--- src/verilog/hello_pkg.sv ---
// ----------------------------------------------------------
// Hello world shell package
// Bus widths, register map and write-phase encoding
// ----------------------------------------------------------
`default_nettype none

package hello_pkg;

  // ----------------------------------------------------------
  // Bus and register widths
  // ----------------------------------------------------------

  // Host byte address
  typedef logic [31:0] addr_t;
  // Register data word
  typedef logic [31:0] data_t;
  // Write byte strobes, one per data byte
  typedef logic [3:0]  strb_t;
  // AXI response code
  typedef logic [1:0]  resp_t;
  // Virtual LED and DIP vector
  typedef logic [15:0] led_t;

  // Write channel sequencing
  // WR_BUSY covers both the wait for data and the wait for bready
  typedef enum logic {
    WR_IDLE,
    WR_BUSY
  } wr_phase_e;

  // ----------------------------------------------------------
  // Register map
  // ----------------------------------------------------------
  localparam addr_t HELLO_REG_ADDR = 32'h0000_0500;
  localparam addr_t VLED_REG_ADDR  = 32'h0000_0504;

  // Returned for any address outside the map
  localparam data_t UNIMPL_REG_VALUE = 32'hdead_dead;

  // Only response ever given
  localparam resp_t RESP_OKAY = 2'b00;

endpackage

`default_nettype wire

--- src/verilog/reg_access_if.sv ---
// ----------------------------------------------------------
// Register access link between the write, register and read stages
// ----------------------------------------------------------
`timescale 1ns/1ps
`default_nettype none

interface reg_access_if;

  // Write strobe, valid for exactly one cycle per accepted beat
  logic                wr_en;
  // Latched write address and data word for that beat
  hello_pkg::addr_t    wr_addr;
  hello_pkg::data_t    wr_data;

  // Read-back values from the register stage
  // Hello value already byte-reversed
  hello_pkg::data_t    hello_rdata;
  // LED shadow of the hello low half
  hello_pkg::led_t     vled_rdata;

  // Write channel side
  modport wr_src (
    output wr_en,
    output wr_addr,
    output wr_data
  );

  // Register stage
  modport regs (
    input  wr_en,
    input  wr_addr,
    input  wr_data,
    output hello_rdata,
    output vled_rdata
  );

  // Read channel side
  modport rd_sink (
    input  hello_rdata,
    input  vled_rdata
  );

endinterface

`default_nettype wire

--- src/verilog/axil_wr_ctrl.sv ---
// ----------------------------------------------------------
// AXI-Lite write channel: address accept, data beat, response
// ----------------------------------------------------------
`timescale 1ns/1ps
`default_nettype none

module axil_wr_ctrl (
  input  wire                 clk_main_a0,
  input  wire                 rst_main_n_sync,
  // Write address channel
  input  wire                 awvalid,
  input  hello_pkg::addr_t    awaddr,
  output logic                awready,
  // Write data channel
  input  wire                 wvalid,
  input  hello_pkg::data_t    wdata,
  output logic                wready,
  // Write response channel
  output logic                bvalid,
  output hello_pkg::resp_t    bresp,
  input  wire                 bready,
  // Link to register stage
  reg_access_if.wr_src        acc
);

  import hello_pkg::*;

  wr_phase_e wr_phase;
  addr_t     wr_addr_q;

  // ----------------------------------------------------------
  // Address phase
  // ----------------------------------------------------------

  // Open for a new address only when no transaction is in flight
  assign awready = (wr_phase == WR_IDLE);

  always_ff @(posedge clk_main_a0) begin
    if (!rst_main_n_sync) begin
      wr_phase  <= WR_IDLE;
      wr_addr_q <= '0;
    end else begin
      case (wr_phase)
        WR_IDLE: begin
          // Take the address and wait for the data beat
          if (awvalid) begin
            wr_phase  <= WR_BUSY;
            wr_addr_q <= awaddr;
          end
        end
        WR_BUSY: begin
          // Done once the host takes the response
          if (bvalid && bready)
            wr_phase <= WR_IDLE;
        end
        default: wr_phase <= WR_IDLE;
      endcase
    end
  end

  // ----------------------------------------------------------
  // Data phase
  // ----------------------------------------------------------

  // Single beat per address; no second beat while response pending
  assign wready = (wr_phase == WR_BUSY) && wvalid && !bvalid;

  // Register stage writes at the same edge as the data handshake
  assign acc.wr_en   = wready;
  assign acc.wr_addr = wr_addr_q;
  assign acc.wr_data = wdata;

  // ----------------------------------------------------------
  // Response phase
  // ----------------------------------------------------------
  always_ff @(posedge clk_main_a0) begin
    if (!rst_main_n_sync)
      bvalid <= 1'b0;
    else if (bvalid && bready)
      bvalid <= 1'b0;
    else if (wready)
      bvalid <= 1'b1;
  end

  // Strobes are not decoded, so every write lands as a full word
  assign bresp = RESP_OKAY;

endmodule

`default_nettype wire

--- src/verilog/hello_regs.sv ---
// ----------------------------------------------------------
// Hello register, LED shadow and DIP-masked LED output
// ----------------------------------------------------------
`timescale 1ns/1ps
`default_nettype none

module hello_regs (
  input  wire                 clk_main_a0,
  input  wire                 rst_main_n_sync,
  // Virtual DIP switches, asynchronous to clk_main_a0
  input  hello_pkg::led_t     vdip,
  // Virtual LEDs
  output hello_pkg::led_t     vled,
  // Link from write stage and to read stage
  reg_access_if.regs          acc
);

  import hello_pkg::*;

  data_t hello_q;
  led_t  vled_q;
  led_t  vdip_q;
  led_t  vdip_q2;
  led_t  vled_masked;
  logic  hello_wr;

  // ----------------------------------------------------------
  // Hello register
  // ----------------------------------------------------------

  // Decode for the one write-enabled location
  assign hello_wr = acc.wr_en && (acc.wr_addr == HELLO_REG_ADDR);

  always_ff @(posedge clk_main_a0) begin
    if (!rst_main_n_sync)
      hello_q <= '0;
    else if (hello_wr)
      hello_q <= acc.wr_data;
  end

  // Read-back is byte-reversed, byte 0 moves to the top
  assign acc.hello_rdata = {hello_q[7:0],
                            hello_q[15:8],
                            hello_q[23:16],
                            hello_q[31:24]};

  // ----------------------------------------------------------
  // LED shadow
  // ----------------------------------------------------------

  // Tracks hello low half one cycle late
  always_ff @(posedge clk_main_a0) begin
    if (!rst_main_n_sync)
      vled_q <= '0;
    else
      vled_q <= hello_q[15:0];
  end

  assign acc.vled_rdata = vled_q;

  // ----------------------------------------------------------
  // DIP synchronizer and LED output
  // ----------------------------------------------------------

  // Two-flop resync of the switch inputs
  always_ff @(posedge clk_main_a0) begin
    if (!rst_main_n_sync) begin
      vdip_q  <= '0;
      vdip_q2 <= '0;
    end else begin
      vdip_q  <= vdip;
      vdip_q2 <= vdip_q;
    end
  end

  // LED lit only where its switch is on
  assign vled_masked = vled_q & vdip_q2;

  // Output flop, so vled settles within four cycles of a change
  always_ff @(posedge clk_main_a0) begin
    if (!rst_main_n_sync)
      vled <= '0;
    else
      vled <= vled_masked;
  end

endmodule

`default_nettype wire

--- src/verilog/axil_rd_ctrl.sv ---
// ----------------------------------------------------------
// AXI-Lite read channel: request capture, decode, response
// ----------------------------------------------------------
`timescale 1ns/1ps
`default_nettype none

module axil_rd_ctrl (
  input  wire                 clk_main_a0,
  input  wire                 rst_main_n_sync,
  // Read address channel
  input  wire                 arvalid,
  input  hello_pkg::addr_t    araddr,
  output logic                arready,
  // Read data channel
  output logic                rvalid,
  output hello_pkg::data_t    rdata,
  output hello_pkg::resp_t    rresp,
  input  wire                 rready,
  // Read-back values from register stage
  reg_access_if.rd_sink       acc
);

  import hello_pkg::*;

  logic  arvalid_q;
  addr_t araddr_q;
  data_t rdata_dec;

  // ----------------------------------------------------------
  // Request capture
  // ----------------------------------------------------------

  // Request sampled every cycle; address held between requests
  always_ff @(posedge clk_main_a0) begin
    if (!rst_main_n_sync) begin
      arvalid_q <= 1'b0;
      araddr_q  <= '0;
    end else begin
      arvalid_q <= arvalid;
      if (arvalid)
        araddr_q <= araddr;
    end
  end

  // Busy from capture until the host takes the response
  assign arready = !arvalid_q && !rvalid;

  // ----------------------------------------------------------
  // Address decode
  // ----------------------------------------------------------
  always_comb begin
    case (araddr_q)
      HELLO_REG_ADDR: rdata_dec = acc.hello_rdata;
      // Shadow is 16 bits wide, upper half reads zero
      VLED_REG_ADDR:  rdata_dec = {16'h0000, acc.vled_rdata};
      default:        rdata_dec = UNIMPL_REG_VALUE;
    endcase
  end

  // ----------------------------------------------------------
  // Read response
  // ----------------------------------------------------------

  // Response cleared on acceptance, loaded one cycle after capture
  always_ff @(posedge clk_main_a0) begin
    if (!rst_main_n_sync) begin
      rvalid <= 1'b0;
      rdata  <= '0;
      rresp  <= RESP_OKAY;
    end else if (rvalid && rready) begin
      rvalid <= 1'b0;
      rdata  <= '0;
      rresp  <= RESP_OKAY;
    end else if (arvalid_q) begin
      rvalid <= 1'b1;
      rdata  <= rdata_dec;
      rresp  <= RESP_OKAY;
    end
  end

endmodule

`default_nettype wire

--- src/verilog/cl_hello_world.sv ---
// ----------------------------------------------------------
// Hello world shell top: host AXI-Lite slave and virtual LEDs
// ----------------------------------------------------------
`timescale 1ns/1ps
`default_nettype none

module cl_hello_world (
  input  wire                 clk_main_a0,
  // Arrives already synchronized to clk_main_a0
  input  wire                 rst_main_n_sync,

  // Host write address channel
  input  wire                 awvalid,
  input  hello_pkg::addr_t    awaddr,
  output logic                awready,

  // Host write data channel
  input  wire                 wvalid,
  input  hello_pkg::data_t    wdata,
  // Byte strobes are not decoded, writes are always full-word
  input  hello_pkg::strb_t    wstrb,
  output logic                wready,

  // Host write response channel
  output logic                bvalid,
  output hello_pkg::resp_t    bresp,
  input  wire                 bready,

  // Host read address channel
  input  wire                 arvalid,
  input  hello_pkg::addr_t    araddr,
  output logic                arready,

  // Host read data channel
  output logic                rvalid,
  output hello_pkg::data_t    rdata,
  output hello_pkg::resp_t    rresp,
  input  wire                 rready,

  // Virtual DIP switches in, masked LEDs out
  input  hello_pkg::led_t     vdip,
  output hello_pkg::led_t     vled
);

  import hello_pkg::*;

  // Shared link between the three stages
  reg_access_if acc ();

  // ----------------------------------------------------------
  // Write channel stage
  // ----------------------------------------------------------
  axil_wr_ctrl u_wr_ctrl (
    .clk_main_a0     (clk_main_a0),
    .rst_main_n_sync (rst_main_n_sync),
    .awvalid         (awvalid),
    .awaddr          (awaddr),
    .awready         (awready),
    .wvalid          (wvalid),
    .wdata           (wdata),
    .wready          (wready),
    .bvalid          (bvalid),
    .bresp           (bresp),
    .bready          (bready),
    .acc             (acc)
  );

  // ----------------------------------------------------------
  // Register stage
  // ----------------------------------------------------------
  hello_regs u_regs (
    .clk_main_a0     (clk_main_a0),
    .rst_main_n_sync (rst_main_n_sync),
    .vdip            (vdip),
    .vled            (vled),
    .acc             (acc)
  );

  // ----------------------------------------------------------
  // Read channel stage
  // ----------------------------------------------------------
  axil_rd_ctrl u_rd_ctrl (
    .clk_main_a0     (clk_main_a0),
    .rst_main_n_sync (rst_main_n_sync),
    .arvalid         (arvalid),
    .araddr          (araddr),
    .arready         (arready),
    .rvalid          (rvalid),
    .rdata           (rdata),
    .rresp           (rresp),
    .rready          (rready),
    .acc             (acc)
  );

endmodule

`default_nettype wire

--- config.mk ---
export PLATFORM = sky130hd
export DESIGN_NAME = cl_hello_world
export DESIGN_NICKNAME = d
export VERILOG_FILES = /design/src/verilog/hello_pkg.sv /design/src/verilog/reg_access_if.sv /design/src/verilog/axil_wr_ctrl.sv /design/src/verilog/hello_regs.sv /design/src/verilog/axil_rd_ctrl.sv /design/src/verilog/cl_hello_world.sv
export SDC_FILE = /design/constraint.sdc
export NUM_CORES = 1
export LEC_CHECK = 0
export ABC_AREA = 0
export BUFFER_PORTS_ARGS = -buffer_cell sky130_fd_sc_hd__buf_2
export CAP_MARGIN = 5
export CORE_ASPECT_RATIO = 1.75
export CORE_MARGIN = 4
export CORE_UTILIZATION = 50
export DETAILED_ROUTE_END_ITERATION = 8
export PLACE_DENSITY = 0.76
export SLEW_MARGIN = 25
export SYNTH_ARGS = -nofsm -noshare
export SYNTH_HDL_FRONTEND = slang
export SYNTH_SLANG_ARGS = --single-unit
--- constraint.sdc ---
create_clock -name clk_main_a0 -period 2 [get_ports clk_main_a0]
set_input_delay 0.4 -clock clk_main_a0 [delete_from_list [all_inputs] [get_ports clk_main_a0]]
set_output_delay 0.4 -clock clk_main_a0 [all_outputs]
set_load 0.02 [all_outputs]
* Word level (Yosys, flattened, before mapping)
Cells that the tools add are included.
** Cells by class
- Div/mod/pow operators :: 0
- Order comparisons :: 0
- Shift operators :: 0
- Mux-type cells :: 4
- Add/subtract/negate cells :: 0
- Bitwise operators :: 3
- Reduce and logical (&&, ||, !) cells :: 12
- $mul :: 0
- Eq/ne operators :: 3
** Operator list (count)
- $eq A32 B11 Y1 const B :: 3
- $pmux W32 S2 :: 1
- $and A16 B16 Y16 :: 1
- $logic_and A1 B1 Y1 :: 6
- $reduce_or A2 Y1 :: 2
- $logic_not A1 Y1 :: 3
- $mux W1 :: 2
- $not A1 Y1 :: 2
- $pmux W1 S2 :: 1
- $reduce_and A2 Y1 :: 1
** Storage, ports and cells
- Word-level logic and storage cells :: 34
- Register bits :: 196
- Bits in latches :: 0
- ROM bits :: 0
- Memory bits (writable) :: 0
- Output and inout port bits :: 57
- Memories :: 0

* Longest topological paths before layout
- Depth after elaboration :: 3
- Depth in mapped cells :: 7
- Mapped depth without buffers :: 4

* By module
From an unflattened synthesis, not the netlist that was laid out.
** Second synthesis, totals
- Cell total of the unflattened synthesis :: 735
- Area total of the unflattened synthesis :: 7405.9 um^2
** Modules (own cells, without submodules)
- hello_regs :: times used 1, area each 3035.4 um^2, cells an instance 283, seq. area each 1921.8 um^2
- axil_rd_ctrl :: times used 1, area each 2708.8 um^2, cells an instance 266, seq. area each 1321.3 um^2
- axil_wr_ctrl :: times used 1, area each 1661.6 um^2, cells an instance 186, seq. area each 680.7 um^2

* Worst setup path before layout
OpenSTA, ideal clock, no wires.
- Kind :: register -> register
- From :: register u_wr_ctrl.bvalid
- To :: register u_regs.hello_q[10]
- Period minus slack after synthesis :: 1896 ps
- Setup slack :: 104 ps
- Arrival :: 1825 ps
- Buffers on the path :: 2
- Data required time :: 1928 ps
- Stages on the path, launching flop included :: 7
- Cells stage by stage :: dfxtp_1 -> and3b_1 -> clkbuf_1 -> nand3_2 -> nor3_4 -> buf_8 -> mux2i_1
** Between the ends
- Longest elaborated chain between the ends :: 3
** Ends and longest elaborated chain
- from (decl) :: RTL line axil_wr_ctrl.sv:19 : output logic bvalid,
- from (signal assigned) :: RTL line axil_wr_ctrl.sv:78 : bvalid <= 1'b0;
- from (signal assigned) :: RTL line axil_wr_ctrl.sv:80 : bvalid <= 1'b0;
- from (signal assigned) :: RTL line axil_wr_ctrl.sv:82 : bvalid <= 1'b1;
- $logic_not A1 Y1 :: RTL line axil_wr_ctrl.sv:66 : assign wready = (wr_phase == WR_BUSY) && wvalid && !bvalid;
- $logic_and A1 B1 Y1 :: RTL line axil_wr_ctrl.sv:66
- net wready :: RTL line cl_hello_world.sv:22 : output logic wready,
- $logic_and A1 B1 Y1 :: RTL line hello_regs.sv:32 : assign hello_wr = acc.wr_en && (acc.wr_addr == HELLO_REG_ADDR);
- to (signal assigned) :: RTL line hello_regs.sv:38 : hello_q <= acc.wr_data;
- to (decl) :: RTL line hello_regs.sv:20 : data_t hello_q;
The timed path passes the listed nets, and every way through them passes these cells.
A chain may end at the register's enable or synchronous reset.

* Final worst setup path
- From :: register u_wr_ctrl.wr_addr_q[7], in the netlist u_wr_ctrl.acc.wr_addr[7]
- To :: register u_regs.hello_q[9]
** Between the ends
- Longest elaborated chain between the ends :: 2
** Ends and longest elaborated chain
- from (decl) :: RTL line axil_wr_ctrl.sv:29 : addr_t wr_addr_q;
- from (signal assigned) :: RTL line axil_wr_ctrl.sv:48 : wr_addr_q <= awaddr;
- $eq A32 B11 Y1 :: RTL line hello_regs.sv:32
- $logic_and A1 B1 Y1 :: RTL line hello_regs.sv:32
Every way passes these cells.

==> flow_metrics.env <==
export IMPL_min_period_ns=1.78
export IMPL_drt_total_wl_um=16000
export IMPL_fin_setup_tns_ns=0
export IMPL_die_area_mm2=0.0160
export IMPL_layout_nets=1001
export IMPL_skew_ns=0.0143
export IMPL_ff2ff_path_depth=5
export IMPL_multi_input_area_mm2=0.00277
export IMPL_place_area_mm2=0.00805
export IMPL_synthTopCellsByArea="dfxtp_1, mux2i_1, nand2_1"
export IMPL_switching_share=0.256
export IMPL_status="finished, final reports clean"
export IMPL_p_leak_nw=3.88
export IMPL_yosysWarningCount=0
export IMPL_die_width_um=97.5
export IMPL_synth_area_per_cell_um2=9.68
export IMPL_start_kind="flip-flop"
export IMPL_num_rows=57
export IMPL_seqCellArea_mm2=0.00393
export IMPL_cp_startpoint="u_wr_ctrl.acc.wr_addr[7]"
export IMPL_antenna_found_initial=7
export IMPL_synthXorXnorAreaFrac=0
export IMPL_synth_top_family_by_area="simple AND/OR/NAND/NOR gates"
export IMPL_detailed_place_hpwl_um=11900
export IMPL_synth_edf_count=0
export IMPL_yosys_area_top_type_share=0.560
export IMPL_preCtsSetupSlack_ns=0.253
export IMPL_ctsLongestPathBuffers=2
export IMPL_fin_area_mm2=0.00869
export IMPL_cts_buffers=17
export IMPL_nFillCells=1237
export IMPL_drcViolationCount=0
export IMPL_grt_pass1_wl_um=25900
export IMPL_synthAdderAreaFrac=0
export IMPL_drv_cap=0
export IMPL_synth_area_mm2=0.00700
export IMPL_die_h_um=165
export IMPL_synthTopCellsByCount="dfxtp_1, nand2_1, mux2i_1"
export IMPL_rsz0062_at_grt="no"
export IMPL_ys_ff_latch=196
export IMPL_switching_power_w=0.00212
export IMPL_ctsResizeCount=0
export IMPL_drt_iter0_drc=228
export IMPL_routabilityCongestion=0.793
export IMPL_p_per_area_mw_per_mm2=952
export IMPL_worstHoldStart="vdip[10]"
export IMPL_dp_cells=1036
export IMPL_slew_headroom=0.668
export IMPL_instances_no_fill=1072
export IMPL_wl_per_cell_um=14.9
export IMPL_via_per_inst=5.03
export IMPL_reg2reg_setup_slack_ns=0.22
export IMPL_vias=5393
export IMPL_tightest_slew_ns=0.493
export IMPL_cp_arrival_ns=2.12
export IMPL_seqPwrFrac=0.497
export IMPL_period_share=0.892
export IMPL_grt_pass1_vias=5225
export IMPL_clk_latency_ns=0.42
export IMPL_cts_hold_buf=0
export IMPL_ys_flop_type="dfxtp_1"
export IMPL_finalMaxSlewViolations=0
export IMPL_drtPass1Iterations=4
export IMPL_layout_drive_gt1_share=0.264
export IMPL_holdPathStages=2
export IMPL_clock_sinks=196
export IMPL_io_buffers=171
export IMPL_yosys_area_share_simple=0.200
export IMPL_grt_max_degree=82
export IMPL_grt_util_all_layers=0.202
export IMPL_crit_type="flip-flop to flip-flop"
export IMPL_p_clk_frac=0.423
export IMPL_core_mm2=0.0138
export IMPL_start_util=0.506
export IMPL_max_vdd_ir_drop_v=0.000677
export IMPL_setup_viol=0
export IMPL_htreeDepth=4
export IMPL_final_hold_viol_count=0
export IMPL_crit_fanout=16
export IMPL_synthArstFlopShare=0
export IMPL_io_pins=180
export IMPL_min_path_type="primary input to flip-flop"
export IMPL_setup_slack_ns=0.216
export IMPL_cts_tree="built"
export IMPL_synth_compound_area_frac=0.101
export IMPL_cp_required_ns=2.34
export IMPL_timing_fmax_mhz=560
export IMPL_synth_cell_type_count=33
export IMPL_cell_internal_pwr_w=0.00616
export IMPL_ys_seq_area_frac=0.560
export IMPL_synth_top_area_cell="dfxtp_1"
export IMPL_synth_area_mux_share=0.0915
export IMPL_syn_inst=723
export IMPL_combPwrFrac=0.080
export IMPL_end_kind="flip-flop"
export IMPL_grt_ovfl_total=0
export IMPL_cts_root_buffer="clkbuf_16"
export IMPL_clk_pin_slew_ns=0.08
export IMPL_reg2reg_from="u_wr_ctrl.acc.wr_addr[7]"
export IMPL_postCtsSetupBuffers=0
export IMPL_antenna_left=0
export IMPL_areaGrowthSynthToFinish_pct=24.1
export IMPL_worstReg2RegEnd="u_regs.hello_q[9]"
export IMPL_holdPathEnd="u_regs.vdip_q[10]"
export IMPL_yosysMostFrequentCell="dfxtp_1"
export IMPL_fin_util=0.628
cells in the final DEF, fill, tap and decap left out, types with 2 or more instances in the layout:
cell,count
a21oi_1,49
a31oi_1,23
and2_1,34
and3_1,17
buf_12,4
buf_2,171
buf_4,17
clkbuf_16,17
clkinv_8,6
conb_1,4
dfxtp_1,195
diode_2,4
inv_1,18
inv_6,3
inv_8,2
mux2i_1,64
nand2_1,103
nand2b_1,11
nand4_1,18
nor2_1,35
nor2b_1,12
nor3_1,6
nor4_1,9
nor4_4,4
nor4b_1,5
nor4bb_1,2
o21a_1,10
o21ai_0,23
o31ai_1,16
logic make-up (layout without fill, tap and decap cells):
logic type | after synthesis | count (layout)
multiplexers | 64 | 64
buffers and inverters | 78 | 243
AND/OR/NAND/NOR | 262 | 262
flip-flops | 196 | 196
other | 1 | 8
AO/OA/AOI/OAI | 122 | 122
power by group through the flow:
stage,clock [W],combinational (W),sequential (W)
2_1_floorplan,0,0.000386,0.00423
3_3_place_gp,0,0.000655,0.00420
3_5_place_dp,0,0.000664,0.00421
4_1_cts,0.00359,0.000667,0.00412
5_1_grt,0.00376,0.000736,0.00414
6_report,0.00350,0.000660,0.00412
critical path, cell delays in order, from the launching register on:
cell	delay [ns]
dfxtp_1	0.31
nor4_1	0.37
nand2_1	0.31
nor3_4	0.29
buf_12	0.20
mux2i_1	0.21
flip-flops by register name, summed over array words and instances, names as in the netlist:
signal	flops
u_rd_ctrl.araddr_q	32
u_rd_ctrl.rdata	32
u_regs.hello_q	32
u_wr_ctrl.acc.wr_addr	32
u_regs.acc.vled_rdata	16
u_regs.vdip_q2	16
u_regs.vdip_q	16
u_regs.vled	16
u_rd_ctrl.arvalid_q	1
u_rd_ctrl.rvalid	1
u_wr_ctrl.bvalid	1
u_wr_ctrl.wr_phase	1
layer usage:
metal	global-route usage	wire length [µm]	up-vias
li1	-	-	2767
met1	0.216	5970	2466
met2	0.377	8690	122
met3	0.0431	771	32
met4	0.0945	517	6
met5	0	28	-
worst max path at each step:
stage / end / slack [ns] / cells after the start
after floorplan: u_regs.hello_q[10] / 0.10 / 6
after global placement: u_regs.hello_q[11] / 0.31 / 5
after detailed placement: u_regs.hello_q[7] / 0.25 / 5
after CTS: u_regs.hello_q[9] / 0.21 / 5
after global routing: u_regs.hello_q[9] / 0.04 / 5
final: u_regs.hello_q[9] / 0.22 / 5
stage by stage:
step	power [W]	hold WS, ns
5_1_grt	0.00864	0.168
3_5_place_dp	0.00487	0.419
4_1_cts	0.00838	0.164
2_1_floorplan	0.00462	0.412
6_report	0.00828	0.179
3_3_place_gp	0.00486	0.413
layout make-up:
cell class	instances	area share
diodes	4	0.00115
clock buffers	17	0.0489
clock inverters	15	0.0240
inverters	19	0.00820
multi-input cells	452	0.318
flip-flops and latches	196	0.452
well taps	177	0.0255
repair buffers	192	0.122
Power figures use the tool's default switching activity.
